--- src/fifo_pkg.sv ---
// Shared FIFO types; pointers wider than MAX_PTR_W bits and payloads other than 16 bits are not supported.
package fifo_pkg;

  localparam int ITEM_DATA_W = 16;
  localparam int MAX_PTR_W = 8;
  localparam int LEVEL_W = MAX_PTR_W + 1; // enough for 2**MAX_PTR_W items plus the output register.

  // one stored and transferred item, 17 bits.
  typedef struct packed {
    logic [ITEM_DATA_W-1:0] data;
    logic                   last;
  } fifo_item_t;

  typedef struct packed {
    logic                 push;  // item accepted at this edge.
    logic [MAX_PTR_W-1:0] w_ptr; // zero-extended write pointer.
  } write_report_t;

  typedef struct packed {
    logic                 pop;     // consumer took the output item.
    logic                 fetch;   // memory read issued toward the output register.
    logic                 holding; // output register occupied.
    logic [MAX_PTR_W-1:0] r_ptr;
  } read_report_t;

  // the encoding is {fetch, push}, so memory traffic maps straight onto it.
  typedef enum logic [1:0] {
    OP_NONE,
    OP_WRITE,
    OP_READ,
    OP_BOTH
  } fifo_op_t;

  typedef enum logic [1:0] {
    ST_EMPTY,
    ST_PARTIAL,
    ST_FULL,
    ST_LAST // exactly one item left in memory.
  } occ_state_t;

endpackage

--- src/fifo_write_ctrl.sv ---
// Input side of the FIFO; accepts whenever the memory is not full and never compares pointers itself.
module fifo_write_ctrl
  import fifo_pkg::*;
#(
  parameter int PTR_WIDTH = 3
) (
  input  logic                 clk,
  input  logic                 rst,
  input  logic                 in_valid,
  output logic                 in_ready,
  input  fifo_item_t           in_item,
  input  logic                 mem_full,
  output logic                 wr_en,
  output logic [PTR_WIDTH-1:0] wr_addr,
  output fifo_item_t           wr_item,
  output write_report_t        wr_rep
);

  logic [PTR_WIDTH-1:0] w_ptr;
  logic                 push;

  assign in_ready = ~mem_full; // mem_full comes from a register, so this is glitch free.
  assign push = in_valid & in_ready;

  // the item goes into memory at the same edge that accepts it.
  assign wr_en = push;
  assign wr_addr = w_ptr;
  assign wr_item = in_item;

  always_ff @(posedge clk or posedge rst) begin
    if (rst) begin
      w_ptr <= '0;
    end else if (push) begin
      w_ptr <= w_ptr + 1'b1; // wraps at the memory depth.
    end
  end

  assign wr_rep = '{push: push, w_ptr: MAX_PTR_W'(w_ptr)};

  // The item is written straight from the port at the accepting edge.
  // A producer that changes its offer before it is taken would lose that item.
  a_in_hold: assert property (
    @(posedge clk) disable iff (rst)
    (in_valid && !in_ready) |=> (in_valid && $stable(in_item))
  ) else $error("producer changed its offer under back-pressure");

endmodule

--- src/fifo_read_ctrl.sv ---
// Output side of the FIFO with one show-ahead register; fetches take two edges, so a steady stream
// leaves at most one item every two cycles.
module fifo_read_ctrl
  import fifo_pkg::*;
#(
  parameter int PTR_WIDTH = 3
) (
  input  logic                 clk,
  input  logic                 rst,
  output logic                 out_valid,
  output fifo_item_t           out_item,
  input  logic                 out_ready,
  input  logic                 mem_has_item,
  output logic                 rd_en,
  output logic [PTR_WIDTH-1:0] rd_addr,
  input  fifo_item_t           rd_item,
  output read_report_t         rd_rep
);

  logic [PTR_WIDTH-1:0] r_ptr;
  logic                 pending; // memory read data arrives this cycle.
  logic                 pop;
  logic                 fetch;

  assign pop = out_valid & out_ready;

  // The output register must be free when the fetched item lands one edge later.
  // While a fetch is pending the register is empty, so a second fetch is held off.
  assign fetch = mem_has_item & ~pending & (~out_valid | out_ready);

  assign rd_en = fetch;
  assign rd_addr = r_ptr;

  always_ff @(posedge clk or posedge rst) begin
    if (rst) begin
      r_ptr <= '0;
      pending <= 1'b0;
      out_valid <= 1'b0;
    end else begin
      pending <= fetch;
      if (fetch) begin
        r_ptr <= r_ptr + 1'b1;
      end
      if (pending) begin
        out_valid <= 1'b1;
      end else if (pop) begin
        out_valid <= 1'b0;
      end
    end
  end

  always_ff @(posedge clk) begin
    if (pending) begin
      out_item <= rd_item; // only loads into an empty register.
    end
  end

  assign rd_rep = '{
    pop: pop,
    fetch: fetch,
    holding: out_valid,
    r_ptr: MAX_PTR_W'(r_ptr)
  };

  // a stalled consumer must see the same item on the next cycle.
  a_out_stable: assert property (
    @(posedge clk) disable iff (rst)
    (out_valid && !out_ready) |=> (out_valid && $stable(out_item))
  ) else $error("output item changed under back-pressure");

  a_load_into_empty: assert property (
    @(posedge clk) disable iff (rst)
    pending |-> !out_valid
  ) else $error("fetched item landed on an occupied output register");

endmodule

--- src/fifo_mem.sv ---
// Simple dual-port storage; a read and a write to one address at the same edge is not handled.
module fifo_mem
  import fifo_pkg::*;
#(
  parameter int PTR_WIDTH = 3
) (
  input  logic                 clk,
  input  logic                 wr_en,
  input  logic [PTR_WIDTH-1:0] wr_addr,
  input  fifo_item_t           wr_item,
  input  logic                 rd_en,
  input  logic [PTR_WIDTH-1:0] rd_addr,
  output fifo_item_t           rd_item
);

  localparam int DEPTH = 2 ** PTR_WIDTH;

  fifo_item_t mem [DEPTH];

  always_ff @(posedge clk) begin
    if (wr_en) begin
      mem[wr_addr] <= wr_item;
    end
  end

  // Registered read port.
  // rd_item keeps its value between reads, which the output register relies on.
  always_ff @(posedge clk) begin
    if (rd_en) begin
      rd_item <= mem[rd_addr];
    end
  end

endmodule

--- src/fifo_occupancy.sv ---
// Occupancy tracking for the FIFO; flags are registered and valid one cycle after the traffic.
module fifo_occupancy
  import fifo_pkg::*;
#(
  parameter int PTR_WIDTH = 3
) (
  input  logic               clk,
  input  logic               rst,
  input  write_report_t      wr_rep,
  input  read_report_t       rd_rep,
  output logic               mem_full,
  output logic               mem_has_item,
  output logic [LEVEL_W-1:0] level
);

  localparam int DEPTH = 2 ** PTR_WIDTH;
  localparam int CNT_W = PTR_WIDTH + 1;

  fifo_op_t         op;
  occ_state_t       state;
  occ_state_t       state_next;
  logic [CNT_W-1:0] mem_count;
  logic [CNT_W-1:0] count_next;
  logic             fetch_d; // an item is on its way to the output register.

  assign op = fifo_op_t'({rd_rep.fetch, wr_rep.push});

  always_comb begin
    case (op)
      OP_WRITE: count_next = mem_count + 1'b1;
      OP_READ:  count_next = mem_count - 1'b1;
      default:  count_next = mem_count; // none, or a write and a fetch together.
    endcase
  end

  always_comb begin
    state_next = state;
    case (state)
      ST_EMPTY: begin
        if (op == OP_WRITE) state_next = ST_LAST;
      end
      ST_LAST: begin
        if (op == OP_WRITE) state_next = ST_PARTIAL;
        else if (op == OP_READ) state_next = ST_EMPTY;
      end
      ST_PARTIAL: begin
        if (op == OP_WRITE && mem_count == CNT_W'(DEPTH - 1)) begin
          state_next = ST_FULL;
        end else if (op == OP_READ && mem_count == CNT_W'(2)) begin
          state_next = ST_LAST;
        end
      end
      ST_FULL: begin
        if (op == OP_READ) state_next = ST_PARTIAL;
      end
      default: state_next = ST_EMPTY;
    endcase
  end

  always_ff @(posedge clk or posedge rst) begin
    if (rst) begin
      state <= ST_EMPTY;
      mem_count <= '0;
      fetch_d <= 1'b0;
      level <= '0;
      mem_full <= 1'b1; // keeps in_ready low until the first edge after reset.
      mem_has_item <= 1'b0;
    end else begin
      state <= state_next;
      mem_count <= count_next;
      fetch_d <= rd_rep.fetch;
      level <= level + LEVEL_W'(wr_rep.push) - LEVEL_W'(rd_rep.pop);
      mem_full <= (state_next == ST_FULL);
      mem_has_item <= (state_next != ST_EMPTY);
    end
  end

  // The two pointers live in separate controllers.
  // Their distance must match the count kept here.
  a_ptr_distance: assert property (
    @(posedge clk) disable iff (rst)
    (wr_rep.w_ptr[PTR_WIDTH-1:0] - rd_rep.r_ptr[PTR_WIDTH-1:0]) == mem_count[PTR_WIDTH-1:0]
  ) else $error("pointer distance differs from memory count");

  a_no_write_full: assert property (
    @(posedge clk) disable iff (rst)
    (state == ST_FULL) |-> !(op inside {OP_WRITE, OP_BOTH})
  ) else $error("write in full state");

  a_no_read_empty: assert property (
    @(posedge clk) disable iff (rst)
    (state == ST_EMPTY) |-> !(op inside {OP_READ, OP_BOTH})
  ) else $error("read in empty state");

  // every item counted in level sits in memory, in flight, or in the output register.
  a_level_split: assert property (
    @(posedge clk) disable iff (rst)
    level == LEVEL_W'(mem_count) + LEVEL_W'(fetch_d) + LEVEL_W'(rd_rep.holding)
  ) else $error("level does not match memory and output contents");

endmodule

--- src/fifo_top.sv ---
// Top level of the FIFO; holds 2**PTR_WIDTH items plus one, PTR_WIDTH from 2 to 8, no fixed latency.
module fifo_top
  import fifo_pkg::*;
#(
  parameter int PTR_WIDTH = 3
) (
  input  logic               clk,
  input  logic               rst,
  input  logic               in_valid,
  output logic               in_ready,
  input  fifo_item_t         in_item,
  output logic               out_valid,
  input  logic               out_ready,
  output fifo_item_t         out_item,
  output logic [LEVEL_W-1:0] level
);

  write_report_t        wr_rep;
  read_report_t         rd_rep;
  logic                 mem_full;
  logic                 mem_has_item;
  logic                 wr_en;
  logic [PTR_WIDTH-1:0] wr_addr;
  fifo_item_t           wr_item;
  logic                 rd_en;
  logic [PTR_WIDTH-1:0] rd_addr;
  fifo_item_t           rd_item;

  if (PTR_WIDTH < 2 || PTR_WIDTH > MAX_PTR_W) begin : g_bad_width
    $error("PTR_WIDTH must be between 2 and MAX_PTR_W");
  end

  fifo_write_ctrl #(.PTR_WIDTH(PTR_WIDTH)) u_write_ctrl (
    .clk      (clk),
    .rst      (rst),
    .in_valid (in_valid),
    .in_ready (in_ready),
    .in_item  (in_item),
    .mem_full (mem_full),
    .wr_en    (wr_en),
    .wr_addr  (wr_addr),
    .wr_item  (wr_item),
    .wr_rep   (wr_rep)
  );

  fifo_read_ctrl #(.PTR_WIDTH(PTR_WIDTH)) u_read_ctrl (
    .clk          (clk),
    .rst          (rst),
    .out_valid    (out_valid),
    .out_item     (out_item),
    .out_ready    (out_ready),
    .mem_has_item (mem_has_item),
    .rd_en        (rd_en),
    .rd_addr      (rd_addr),
    .rd_item      (rd_item),
    .rd_rep       (rd_rep)
  );

  fifo_mem #(.PTR_WIDTH(PTR_WIDTH)) u_mem (
    .clk     (clk),
    .wr_en   (wr_en),
    .wr_addr (wr_addr),
    .wr_item (wr_item),
    .rd_en   (rd_en),
    .rd_addr (rd_addr),
    .rd_item (rd_item)
  );

  // both controllers get their flags from here and nowhere else.
  fifo_occupancy #(.PTR_WIDTH(PTR_WIDTH)) u_occupancy (
    .clk          (clk),
    .rst          (rst),
    .wr_rep       (wr_rep),
    .rd_rep       (rd_rep),
    .mem_full     (mem_full),
    .mem_has_item (mem_has_item),
    .level        (level)
  );

endmodule

--- config.mk ---
export PLATFORM = sky130hd
export DESIGN_NAME = fifo_top
export DESIGN_NICKNAME = d
export VERILOG_FILES = /design/src/fifo_pkg.sv /design/src/fifo_write_ctrl.sv /design/src/fifo_read_ctrl.sv /design/src/fifo_mem.sv /design/src/fifo_occupancy.sv /design/src/fifo_top.sv
export SDC_FILE = /design/constraint.sdc
export NUM_CORES = 1
export LEC_CHECK = 0
export BUFFER_PORTS_ARGS = -buffer_cell sky130_fd_sc_hd__buf_2
export CORE_AREA = 5 5 154 156
export DETAILED_ROUTE_END_ITERATION = 6
export DIE_AREA = 0 0 159 161
export GPL_ROUTABILITY_DRIVEN = 0
export GPL_TIMING_DRIVEN = 0
export SLEW_MARGIN = 20
export SYNTH_ARGS = -nofsm -noshare
export SYNTH_HDL_FRONTEND = slang
export SYNTH_HIERARCHICAL = 1
export SYNTH_SLANG_ARGS = --single-unit
--- constraint.sdc ---
create_clock -name clk -period 3.45 [get_ports clk]
set_input_delay 0.69 -clock clk [delete_from_list [all_inputs] [get_ports clk]]
set_output_delay 0.69 -clock clk [all_outputs]
set_load 0.02 [all_outputs]
==> results of run 1 <==
worst max-delay path, delay by kind of cell, from the launching register on:
family | cells | cell delay [ns]
adders and majority gates | 2 | 0.40
buffers and inverters | 2 | 0.24
and+or+nand+nor | 3 | 1.31
DFF | 1 | 0.77
AOI/OAI and AO/OA | 1 | 0.12
area by class of cell:
class | instances | area (um2)
Sequential cell | 195 | 5730
Inverter | 23 | 86.3
Clock inverter | 15 | 235
Clock buffer | 17 | 425
Buffer | 32 | 234
Multi-Input combinational cell | 160 | 1930
Tap cell | 285 | 357
Fill cell | 1960 | 13000
Timing Repair Buffer | 39 | 245
cells in the final DEF (no fill, tap or decap), types with 3 or more instances in the layout:
cell and n:
nor2_2 4, inv_6 3, nor2_1 7, buf_2 32, bufinv_16 3, nand3_1 3
nor3_1 3, xor2_1 6, edfxtp_1 170, nand2_1 8, buf_4 24, clkbuf_1 5
dfrtp_1 24, xnor2_1 6, inv_1 23, clkbuf_16 17, clkinv_8 5, ha_1 15
mux2_2 17, mux4_2 10, inv_8 3, o21ai_0 7, nand2b_1 4, buf_6 5
buf_8 4, mux4_1 24, a21oi_1 6
state kept, by name (all words and copies together) (netlist names), 2 cells and up:
name,cells
u_mem/mem,136
u_mem/rd_item,17
u_occupancy/level,9
u_occupancy/mem_count,4
u_occupancy/state,2
u_read_ctrl/out_item,17
u_read_ctrl/rd_addr,3
u_write_ctrl/wr_addr,3
layer usage:
layer	wire length [um]	vias up
met1	5920	1925
met5	0	-
met4	206	0
li1	-	1711
met3	600	16
met2	7550	91
metrics by stage:
stage	hold slack, ns	setup slack [ns]	utilization, %
global route	0.141	0.116	41.6
CTS	0.130	0.366	41.6
finish	0.145	0.469	41.6
global placement	0.401	-0.527	38.1
detailed placement	0.406	0.338	38.6
floorplan	0.400	0.732	-
report_power, final:
group | internal, mW | switching (mW)
clock | 1.19 | 0.938
combinational | 1.27 | 1.49
sequential | 3.31 | 0.291
total | 5.77 | 2.72
final timing paths:
check                                               from                                   end  slack (ns)  cells past startpoint
hold reg to reg               u_mem/rd_item[1]$_DFFE_PP_     u_read_ctrl/out_item[1]$_DFFE_PP_        0.42                      0
hold / removal                                       rst   u_write_ctrl/wr_addr[2]$_DFFE_PP0P_        0.14                      2
max in group asynchronous                            rst        u_occupancy/level[8]$_DFF_PP0_        2.59                      2
setup / recovery           u_read_ctrl/pending$_DFF_PP0_  u_occupancy/mem_count[3]$_DFFE_PP0P_        0.47                      8
min in group clk              u_mem/rd_item[1]$_DFFE_PP_     u_read_ctrl/out_item[1]$_DFFE_PP_        0.42                      0
setup reg to reg           u_read_ctrl/pending$_DFF_PP0_  u_occupancy/mem_count[3]$_DFFE_PP0P_        0.47                      8
==> results.json, run 1 <==
{
  "synthesis.area_um2": 7950,
  "synth_fp_nets": 448,
  "post_layout_inst_area_um2": 9250,
  "fin_crit_sh_pct": 86.4,
  "drt_pass1_iterations": 4,
  "grt_first_pass_wirelength_um": 22800,
  "antenna-diode-count": 0,
  "grt_pass1_vias": 3932,
  "layout.nets": 506,
  "cp_slowest_cell": "dfrtp_1",
  "holdBufCountCts": 0,
  "gr-usage-met3_pct": 3.04,
  "drv_cap": 0,
  "power.density_cell_area_nw_per_um2": 919,
  "detail_route.vias_per_cell": 4.89,
  "setup.worst_path.end_class": "flip-flop",
  "finClkSkew_ns": 0.0147,
  "ys.warnings.count": 6,
  "critical_path_cell_by_cell": "and3b_4 -> buf_4 -> ha_1 -> ha_1 -> inv_1 -> or3_2 -> nand4b_1 -> o311ai_0",
  "clock_tree_from_tritoncts": "yes",
  "critPathMaxStageDelay_ns": 0.77,
  "cpMostUsedCell": "ha_1",
  "fin_crit_ns": 2.98,
  "placedCellCount": 734,
  "cts-root-to-sink-buffers": 2,
  "fin_setup_tns_ns": 0,
  "min-delay-path-class": "in -> async",
  "clk_root_buffer_cell": "clkbuf_16",
  "syn_area_per_cell_um2": 19.4,
  "drt_iter0_markers": 196,
  "worst_pin_slew_ns": 1.01,
  "h_tree_depth": 4,
  "max_freq_mhz": 335,
  "netlist_instances": 410,
  "globalRouteOverflowTotal": 0,
  "place.port_buffers": 31,
  "initial_core_utilization_pct": 35.8,
  "grt_start_max_net_pins": 22,
  "slew_headroom_pct": 32.4,
  "final-instance-count-excl-fill": 766,
  "setup_repair_after_global_routing_missed_its_margin": "false",
  "startpoint_type": "flip-flop",
  "post_cts_buffers": 0,
  "route.detailed.drc": 0,
  "floorplan.core_area_um2": 22200,
  "finalWirelength_um": 14300,
  "pin_count": 49,
  "final_layout_size_suffix_gt1_share_pct": 29.3,
  "detailedPlacementHpwl_um": 9430,
  "grt_antenna_before_repair": 0,
  "die_area_um2": 25600,
  "cts-buffers-inserted": 17,
  "chipHeight_um": 161,
  "number_of_antenna_violating_nets_in_the_routed_design": 0,
  "finalMaxSlewViolations": 0,
  "worst-setup-path-type": "reg -> reg",
  "wire_per_inst_um": 18.6,
  "cts.sink_count": 195,
  "global_route.usage.met2_pct": 20.4,
  "dieWidth_um": 159,
  "vdd.ir_drop.worst_mv": 0.345,
  "grt_util_all_layers_pct": 11.6,
  "worst_setup_hold_path_clk_slew_ns": 0.08,
  "leakagePower_nw": 3.33,
  "arrival_ns": 3.27,
  "overall_power_of_the_completed_layout_mw": 8.50,
  "placement_rows": 55,
  "post_cts_resize_count": 0,
  "vias": 3743,
  "dpl_cell_area_um2": 8580,
  "busiest_layer": "met2",
  "timing.final.hold_violations": 0,
  "clk-insertion-delay-late_ns": 0.43,
  "result_of_the_run": "finished clean",
  "cp_data_required_time_ns": 3.74,
  "areaGrowthSynthToFinish_pct": 16.3,
  "global_route.usage.met1_pct": 14.0,
  "path_max_fanout": 21,
  "setup_violators_final": 0
}
Note: power is estimated with default switching activity, not from simulation.
==> run 2, diff against run 1 <==
--- a/config.mk
+++ b/config.mk
@@ -5,7 +5,7 @@
 export SDC_FILE = /design/constraint.sdc
 export NUM_CORES = 1
 export LEC_CHECK = 0
-export BUFFER_PORTS_ARGS = -buffer_cell sky130_fd_sc_hd__buf_2
+export BUFFER_PORTS_ARGS = -buffer_cell sky130_fd_sc_hd__buf_4
 export CORE_AREA = 5 5 154 156
 export DETAILED_ROUTE_END_ITERATION = 6
 export DIE_AREA = 0 0 159 161
==> run 2 against run 1 <==
Effect of this change: routed wire length shrank 1.6%; sequential cell count is the same; global-route usage shrank 0.22 points; register-to-register slack lost 0.04 ns; maximum frequency shrank 1.3%; die area is the same; combinational power grew 2%; total power shrank 0.34%; setup slack lost 0.041 ns; sequential power is essentially flat; non-clock buffer count grew 1; first-iteration DRC count grew 16%.
==> results.json, run 2 (synthesis gave the netlist of run 1 again) <==
{
  "overall_power_of_the_completed_layout_mw": 8.47,
  "fin_setup_tns_ns": 0,
  "worst_setup_hold_path_clk_slew_ns": 0.08,
  "route.detailed.drc": 0,
  "largest_register_ff_count": 136,
  "worst_pin_slew_ns": 0.949,
  "grt_antenna_before_repair": 0,
  "initial_core_utilization_pct": 35.8,
  "dieWidth_um": 159,
  "setup_violators_final": 0,
  "finalMaxSlewViolations": 0,
  "h_tree_depth": 4,
  "number_of_antenna_violating_nets_in_the_routed_design": 0,
  "arrival_ns": 3.33,
  "chipHeight_um": 161,
  "place.port_buffers": 31,
  "die_area_um2": 25600,
  "vdd.ir_drop.worst_mv": 0.397,
  "worst-setup-path-type": "reg -> reg",
  "clock_tree_from_tritoncts": "yes",
  "layout.cells.most_common": "edfxtp_1",
  "power.density_cell_area_nw_per_um2": 910,
  "vias": 3654,
  "dpl_cell_area_um2": 8660,
  "top_library_cells_by_usage_in_the_layout_fill_and_taps_aside": "170 x edfxtp_1, 55 x buf_4, 24 x mux4_1, 24 x dfrtp_1, 23 x inv_1",
  "holdBufCountCts": 0,
  "timing.final.hold_violations": 0,
  "finClkSkew_ns": 0.0105,
  "fin_crit_sh_pct": 87.6,
  "grt_first_pass_wirelength_um": 22100,
  "path_max_fanout": 21,
  "cts-buffers-inserted": 17,
  "wire_per_inst_um": 18.3,
  "clk_root_buffer_cell": "clkbuf_16",
  "cts-root-to-sink-buffers": 2,
  "startpoint_type": "flip-flop",
  "leakagePower_nw": 3.35,
  "detailedPlacementHpwl_um": 9360,
  "grt_pass1_vias": 3854,
  "r2r_slack_ns": 0.43,
  "fin_crit_ns": 3.02,
  "cts.sink_count": 195,
  "areaGrowthSynthToFinish_pct": 17.0,
  "min-delay-path-class": "in -> async",
  "layout.nets": 507,
  "placement_rows": 55,
  "antenna-diode-count": 0,
  "final_layout_size_suffix_gt1_share_pct": 29.7,
  "floorplan.core_area_um2": 22200,
  "slew_headroom_pct": 36.7,
  "max_freq_mhz": 331,
  "critical_path.reg2reg.startpoint": "u_read_ctrl/pending$_DFF_PP0_",
  "post_cts_buffers": 0,
  "drt_pass1_iterations": 4,
  "result_of_the_run": "finished clean",
  "post_layout_inst_area_um2": 9300,
  "grt_start_max_net_pins": 23,
  "clk-insertion-delay-late_ns": 0.43,
  "drt_iter0_markers": 228,
  "r2r-end": "u_occupancy/mem_count[3]$_DFFE_PP0P_",
  "post_cts_resize_count": 0,
  "pin_count": 49,
  "globalRouteOverflowTotal": 0,
  "drv_cap": 0,
  "regMostFlops": "u_mem/mem",
  "grt_util_all_layers_pct": 11.4,
  "cp_data_required_time_ns": 3.76,
  "finalWirelength_um": 14000,
  "detail_route.vias_per_cell": 4.76,
  "r2r_depth": 7,
  "setup.worst_path.end_class": "flip-flop",
  "reg_top3": "u_mem/mem: 136 flops, u_mem/rd_item: 17 flops, u_read_ctrl/out_item: 17 flops",
  "setup_repair_after_global_routing_missed_its_margin": "false"
}
-- run 2: cell types whose count changed in the layout (fill, tap and decap cells not counted), moves of 2 or more --
cell,change
inv_6,-2
bufinv_16,-2
buf_4,+31
buf_8,-2
buf_6,+3
inv_8,+2
buf_2,-31
-- run 2: through the flow --
stage	utilization (%)	setup WS (ns)	hold slack (ns)	std cells
after floorplan	-	0.732	0.400	410
after global placement	38.4	-0.465	0.401	726
after detailed placement	39.0	0.335	0.405	735
after CTS	41.9	0.333	0.126	767
after global routing	41.9	0.233	0.137	767
final	41.9	0.429	0.145	767
-- run 2: cell type report --
class	instances	area [um2]
buffer	32	234
clock buffer	17	425
clock inverter	15	216
multi-input combinational	160	1930
inverter	23	86.3
sequential	195	5730
fill	1920	12900
timing repair buffer	40	327
tap	285	357
-- run 2: worst max-delay path by stage --
stage | from | to | slack, ns | depth (start not counted)
after floorplan | in_valid | u_occupancy/level[8]$_DFF_PP0_ | 0.73 | 12
after global routing | u_read_ctrl/pending$_DFF_PP0_ | u_occupancy/mem_count[3]$_DFFE_PP0P_ | 0.23 | 7
after detailed placement | u_read_ctrl/pending$_DFF_PP0_ | u_occupancy/mem_count[3]$_DFFE_PP0P_ | 0.33 | 7
after global placement | in_valid | u_mem/mem[0][10]$_DFFE_PP_ | -0.47 | 4
final | u_read_ctrl/pending$_DFF_PP0_ | u_occupancy/mem_count[3]$_DFFE_PP0P_ | 0.43 | 7
after CTS | u_read_ctrl/pending$_DFF_PP0_ | u_occupancy/mem_count[3]$_DFFE_PP0P_ | 0.33 | 7
-- run 2: report_power, final --
group	internal (mW)	switching (mW)	leakage, nW
clock	1.07	0.972	0.307
sequential	3.31	0.295	1.85
combinational	1.35	1.47	1.19
total	5.73	2.74	3.35
-- run 2: worst max-delay path: stages (launching register included) --
cell and delay [ns]:
dfrtp_1 0.74, and3b_4 0.77, buf_4 0.19, ha_1 0.21
ha_1 0.26, a21oi_1 0.22, o21ai_0 0.14, o311ai_0 0.36
-- run 2: routing by layer --
layer  wire length, um  vias up  share of wire (%)  GRT usage, %
li1                  -     1713                  -             -
met1              6020     1871                 43          14.1
met2              7440       60                 53          19.6
met3               440       10                3.1          2.91
met4               143        0                1.0          3.96
met5                 0        -                  0             0
==> run 3, diff against run 2 <==
--- a/config.mk
+++ b/config.mk
@@ -11,6 +11,7 @@
 export DIE_AREA = 0 0 159 161
 export GPL_ROUTABILITY_DRIVEN = 0
 export GPL_TIMING_DRIVEN = 0
+export SETUP_SLACK_MARGIN = 0.5
 export SLEW_MARGIN = 20
 export SYNTH_ARGS = -nofsm -noshare
 export SYNTH_HDL_FRONTEND = slang
==> run 3 against run 2 <==
Effect of this change: first-iteration DRC count rose by 11%; highest routed layer unchanged; sequential share of layout area shrank 0.053 points; clock skew about the same; hold slack got worse by 0.00087 ns; sequential power is essentially flat; via count grew 0.74%; critical endpoint unchanged; largest power group unchanged; maximum frequency grew 13%; non-clock buffer count unchanged.
==> results.json, run 3 (synthesis gave the netlist of run 1 again) <==
{
  "crit_end": "u_occupancy/mem_count[3]$_DFFE_PP0P_",
  "cts-root-to-sink-buffers": 2,
  "detailedPlacementHpwl_um": 9360,
  "floorplan.core_area_um2": 22200,
  "post_layout_inst_area_um2": 9310,
  "clk_root_buffer_cell": "clkbuf_16",
  "result_of_the_run": "finished clean",
  "timing.final.hold_violations": 0,
  "fin_crit_sh_pct": 77.4,
  "grt_util_all_layers_pct": 11.7,
  "setup_repair_after_global_routing_missed_its_margin": "false",
  "initial_core_utilization_pct": 35.8,
  "dpl_cell_area_um2": 8660,
  "largest_register_ff_count": 136,
  "worst_pin_slew_ns": 0.843,
  "antenna-diode-count": 0,
  "areaGrowthSynthToFinish_pct": 17.2,
  "finalWirelength_um": 14400,
  "fin_crit_ns": 2.67,
  "clock_tree_from_tritoncts": "yes",
  "worst_setup_hold_path_clk_slew_ns": 0.08,
  "vias": 3681,
  "path_max_fanout": 21,
  "post_cts_buffers": 0,
  "regMostFlops": "u_mem/mem",
  "r2r-end": "u_occupancy/mem_count[3]$_DFFE_PP0P_",
  "startpoint": "u_read_ctrl/pending$_DFF_PP0_",
  "placement_rows": 55,
  "route.detailed.drc": 0,
  "layout.cells.most_common": "edfxtp_1",
  "holdBufCountCts": 0,
  "grt_start_max_net_pins": 23,
  "post_cts_resize_count": 1,
  "setup.worst_path.end_class": "flip-flop",
  "r2r_depth": 7,
  "vdd.ir_drop.worst_mv": 0.399,
  "slew_headroom_pct": 43.8,
  "grt_first_pass_wirelength_um": 22600,
  "cp_data_required_time_ns": 3.76,
  "reg_top3": "u_mem/mem: 136 flops, u_mem/rd_item: 17 flops, u_read_ctrl/out_item: 17 flops",
  "drv_cap": 0,
  "setup_violators_final": 0,
  "placedCellCount": 735,
  "fin_setup_tns_ns": 0,
  "dieWidth_um": 159,
  "detail_route.vias_per_cell": 4.79,
  "drt_iter0_markers": 254,
  "final-instance-count-excl-fill": 768,
  "power.density_cell_area_nw_per_um2": 913,
  "final_layout_size_suffix_gt1_share_pct": 29.8,
  "number_of_antenna_violating_nets_in_the_routed_design": 0,
  "pin_count": 49,
  "grt_pass1_vias": 3860,
  "place.port_buffers": 31,
  "drt_pass1_iterations": 4,
  "arrival_ns": 2.98,
  "wire_per_inst_um": 18.8,
  "max_freq_mhz": 374,
  "utilization_pct": 41.9,
  "layout.nets": 508,
  "critical_path.reg2reg.startpoint": "u_read_ctrl/pending$_DFF_PP0_",
  "cts.sink_count": 195,
  "finClkSkew_ns": 0.0106,
  "clk-insertion-delay-late_ns": 0.43,
  "worst-setup-path-type": "reg -> reg",
  "leakagePower_nw": 3.35,
  "h_tree_depth": 4,
  "startpoint_type": "flip-flop",
  "die_area_um2": 25600,
  "globalRouteOverflowTotal": 0,
  "finalMaxSlewViolations": 0,
  "n_fill_cell": 1919,
  "top_library_cells_by_usage_in_the_layout_fill_and_taps_aside": "170 x edfxtp_1, 55 x buf_4, 24 x mux4_1",
  "grt_antenna_before_repair": 0,
  "chipHeight_um": 161,
  "min-delay-path-class": "in -> async",
  "cts-buffers-inserted": 17,
  "r2r_slack_ns": 0.78
}
[run 3: layout make-up]
class / count / area [um2] / area share (%)
Sequential cell: 195 / 5730 / 61.6
Multi-Input combinational cell: 161 / 1930 / 20.8
Clock buffer: 17 / 425 / 4.57
Tap cell: 285 / 357 / 3.83
Timing Repair Buffer: 40 / 327 / 3.51
Buffer: 32 / 234 / 2.51
Clock inverter: 15 / 216 / 2.32
Inverter: 23 / 86.3 / 0.927
[run 3: worst max-delay path: stages, from the launching register on]
cell and delay [ns]:
dfrtp_2 0.62, and3b_4 0.57, buf_4 0.17, ha_1 0.21, ha_1 0.26, a21oi_1 0.22
o21ai_0 0.14, o311ai_0 0.36
[run 3: through the flow]
step	total power [mW]	hold WS, ns	setup slack, ns
floorplan	5.62	0.400	0.732
global placement	6.38	0.401	-0.465
detailed placement	6.54	0.405	0.335
CTS	8.63	0.126	0.724
global route	9.03	0.136	0.615
finish	8.50	0.144	0.778
[run 3: metal layers]
metal	up-vias	wire (um)	global-route usage, %
met5	-	0	0
met4	0	232	4.23
met3	15	489	2.91
met2	66	7570	20.2
met1	1882	6130	14.5
li1	1718	-	-
[run 3: worst min-delay path by stage]
| stage | startpoint | to | slack (ns) | cells after the start |
|---|---|---|---|---|
| 2_1_floorplan | u_mem/rd_item[0]$_DFFE_PP_ | u_read_ctrl/out_item[0]$_DFFE_PP_ | 0.40 | 0 |
| 3_3_place_gp | u_mem/rd_item[9]$_DFFE_PP_ | u_read_ctrl/out_item[9]$_DFFE_PP_ | 0.40 | 0 |
| 3_5_place_dp | u_mem/rd_item[10]$_DFFE_PP_ | u_read_ctrl/out_item[10]$_DFFE_PP_ | 0.40 | 0 |
| 4_1_cts | rst | u_write_ctrl/wr_addr[2]$_DFFE_PP0P_ | 0.13 | 2 |
| 5_1_grt | rst | u_write_ctrl/wr_addr[0]$_DFFE_PP0P_ | 0.14 | 2 |
| 6_report | rst | u_write_ctrl/wr_addr[2]$_DFFE_PP0P_ | 0.14 | 2 |
[run 3: where the power goes]
group	total [mW]	switching, mW	internal, mW
sequential	3.62	0.303	3.31
combinational	2.85	1.49	1.36
clock	2.04	0.973	1.07
total	8.50	2.77	5.74
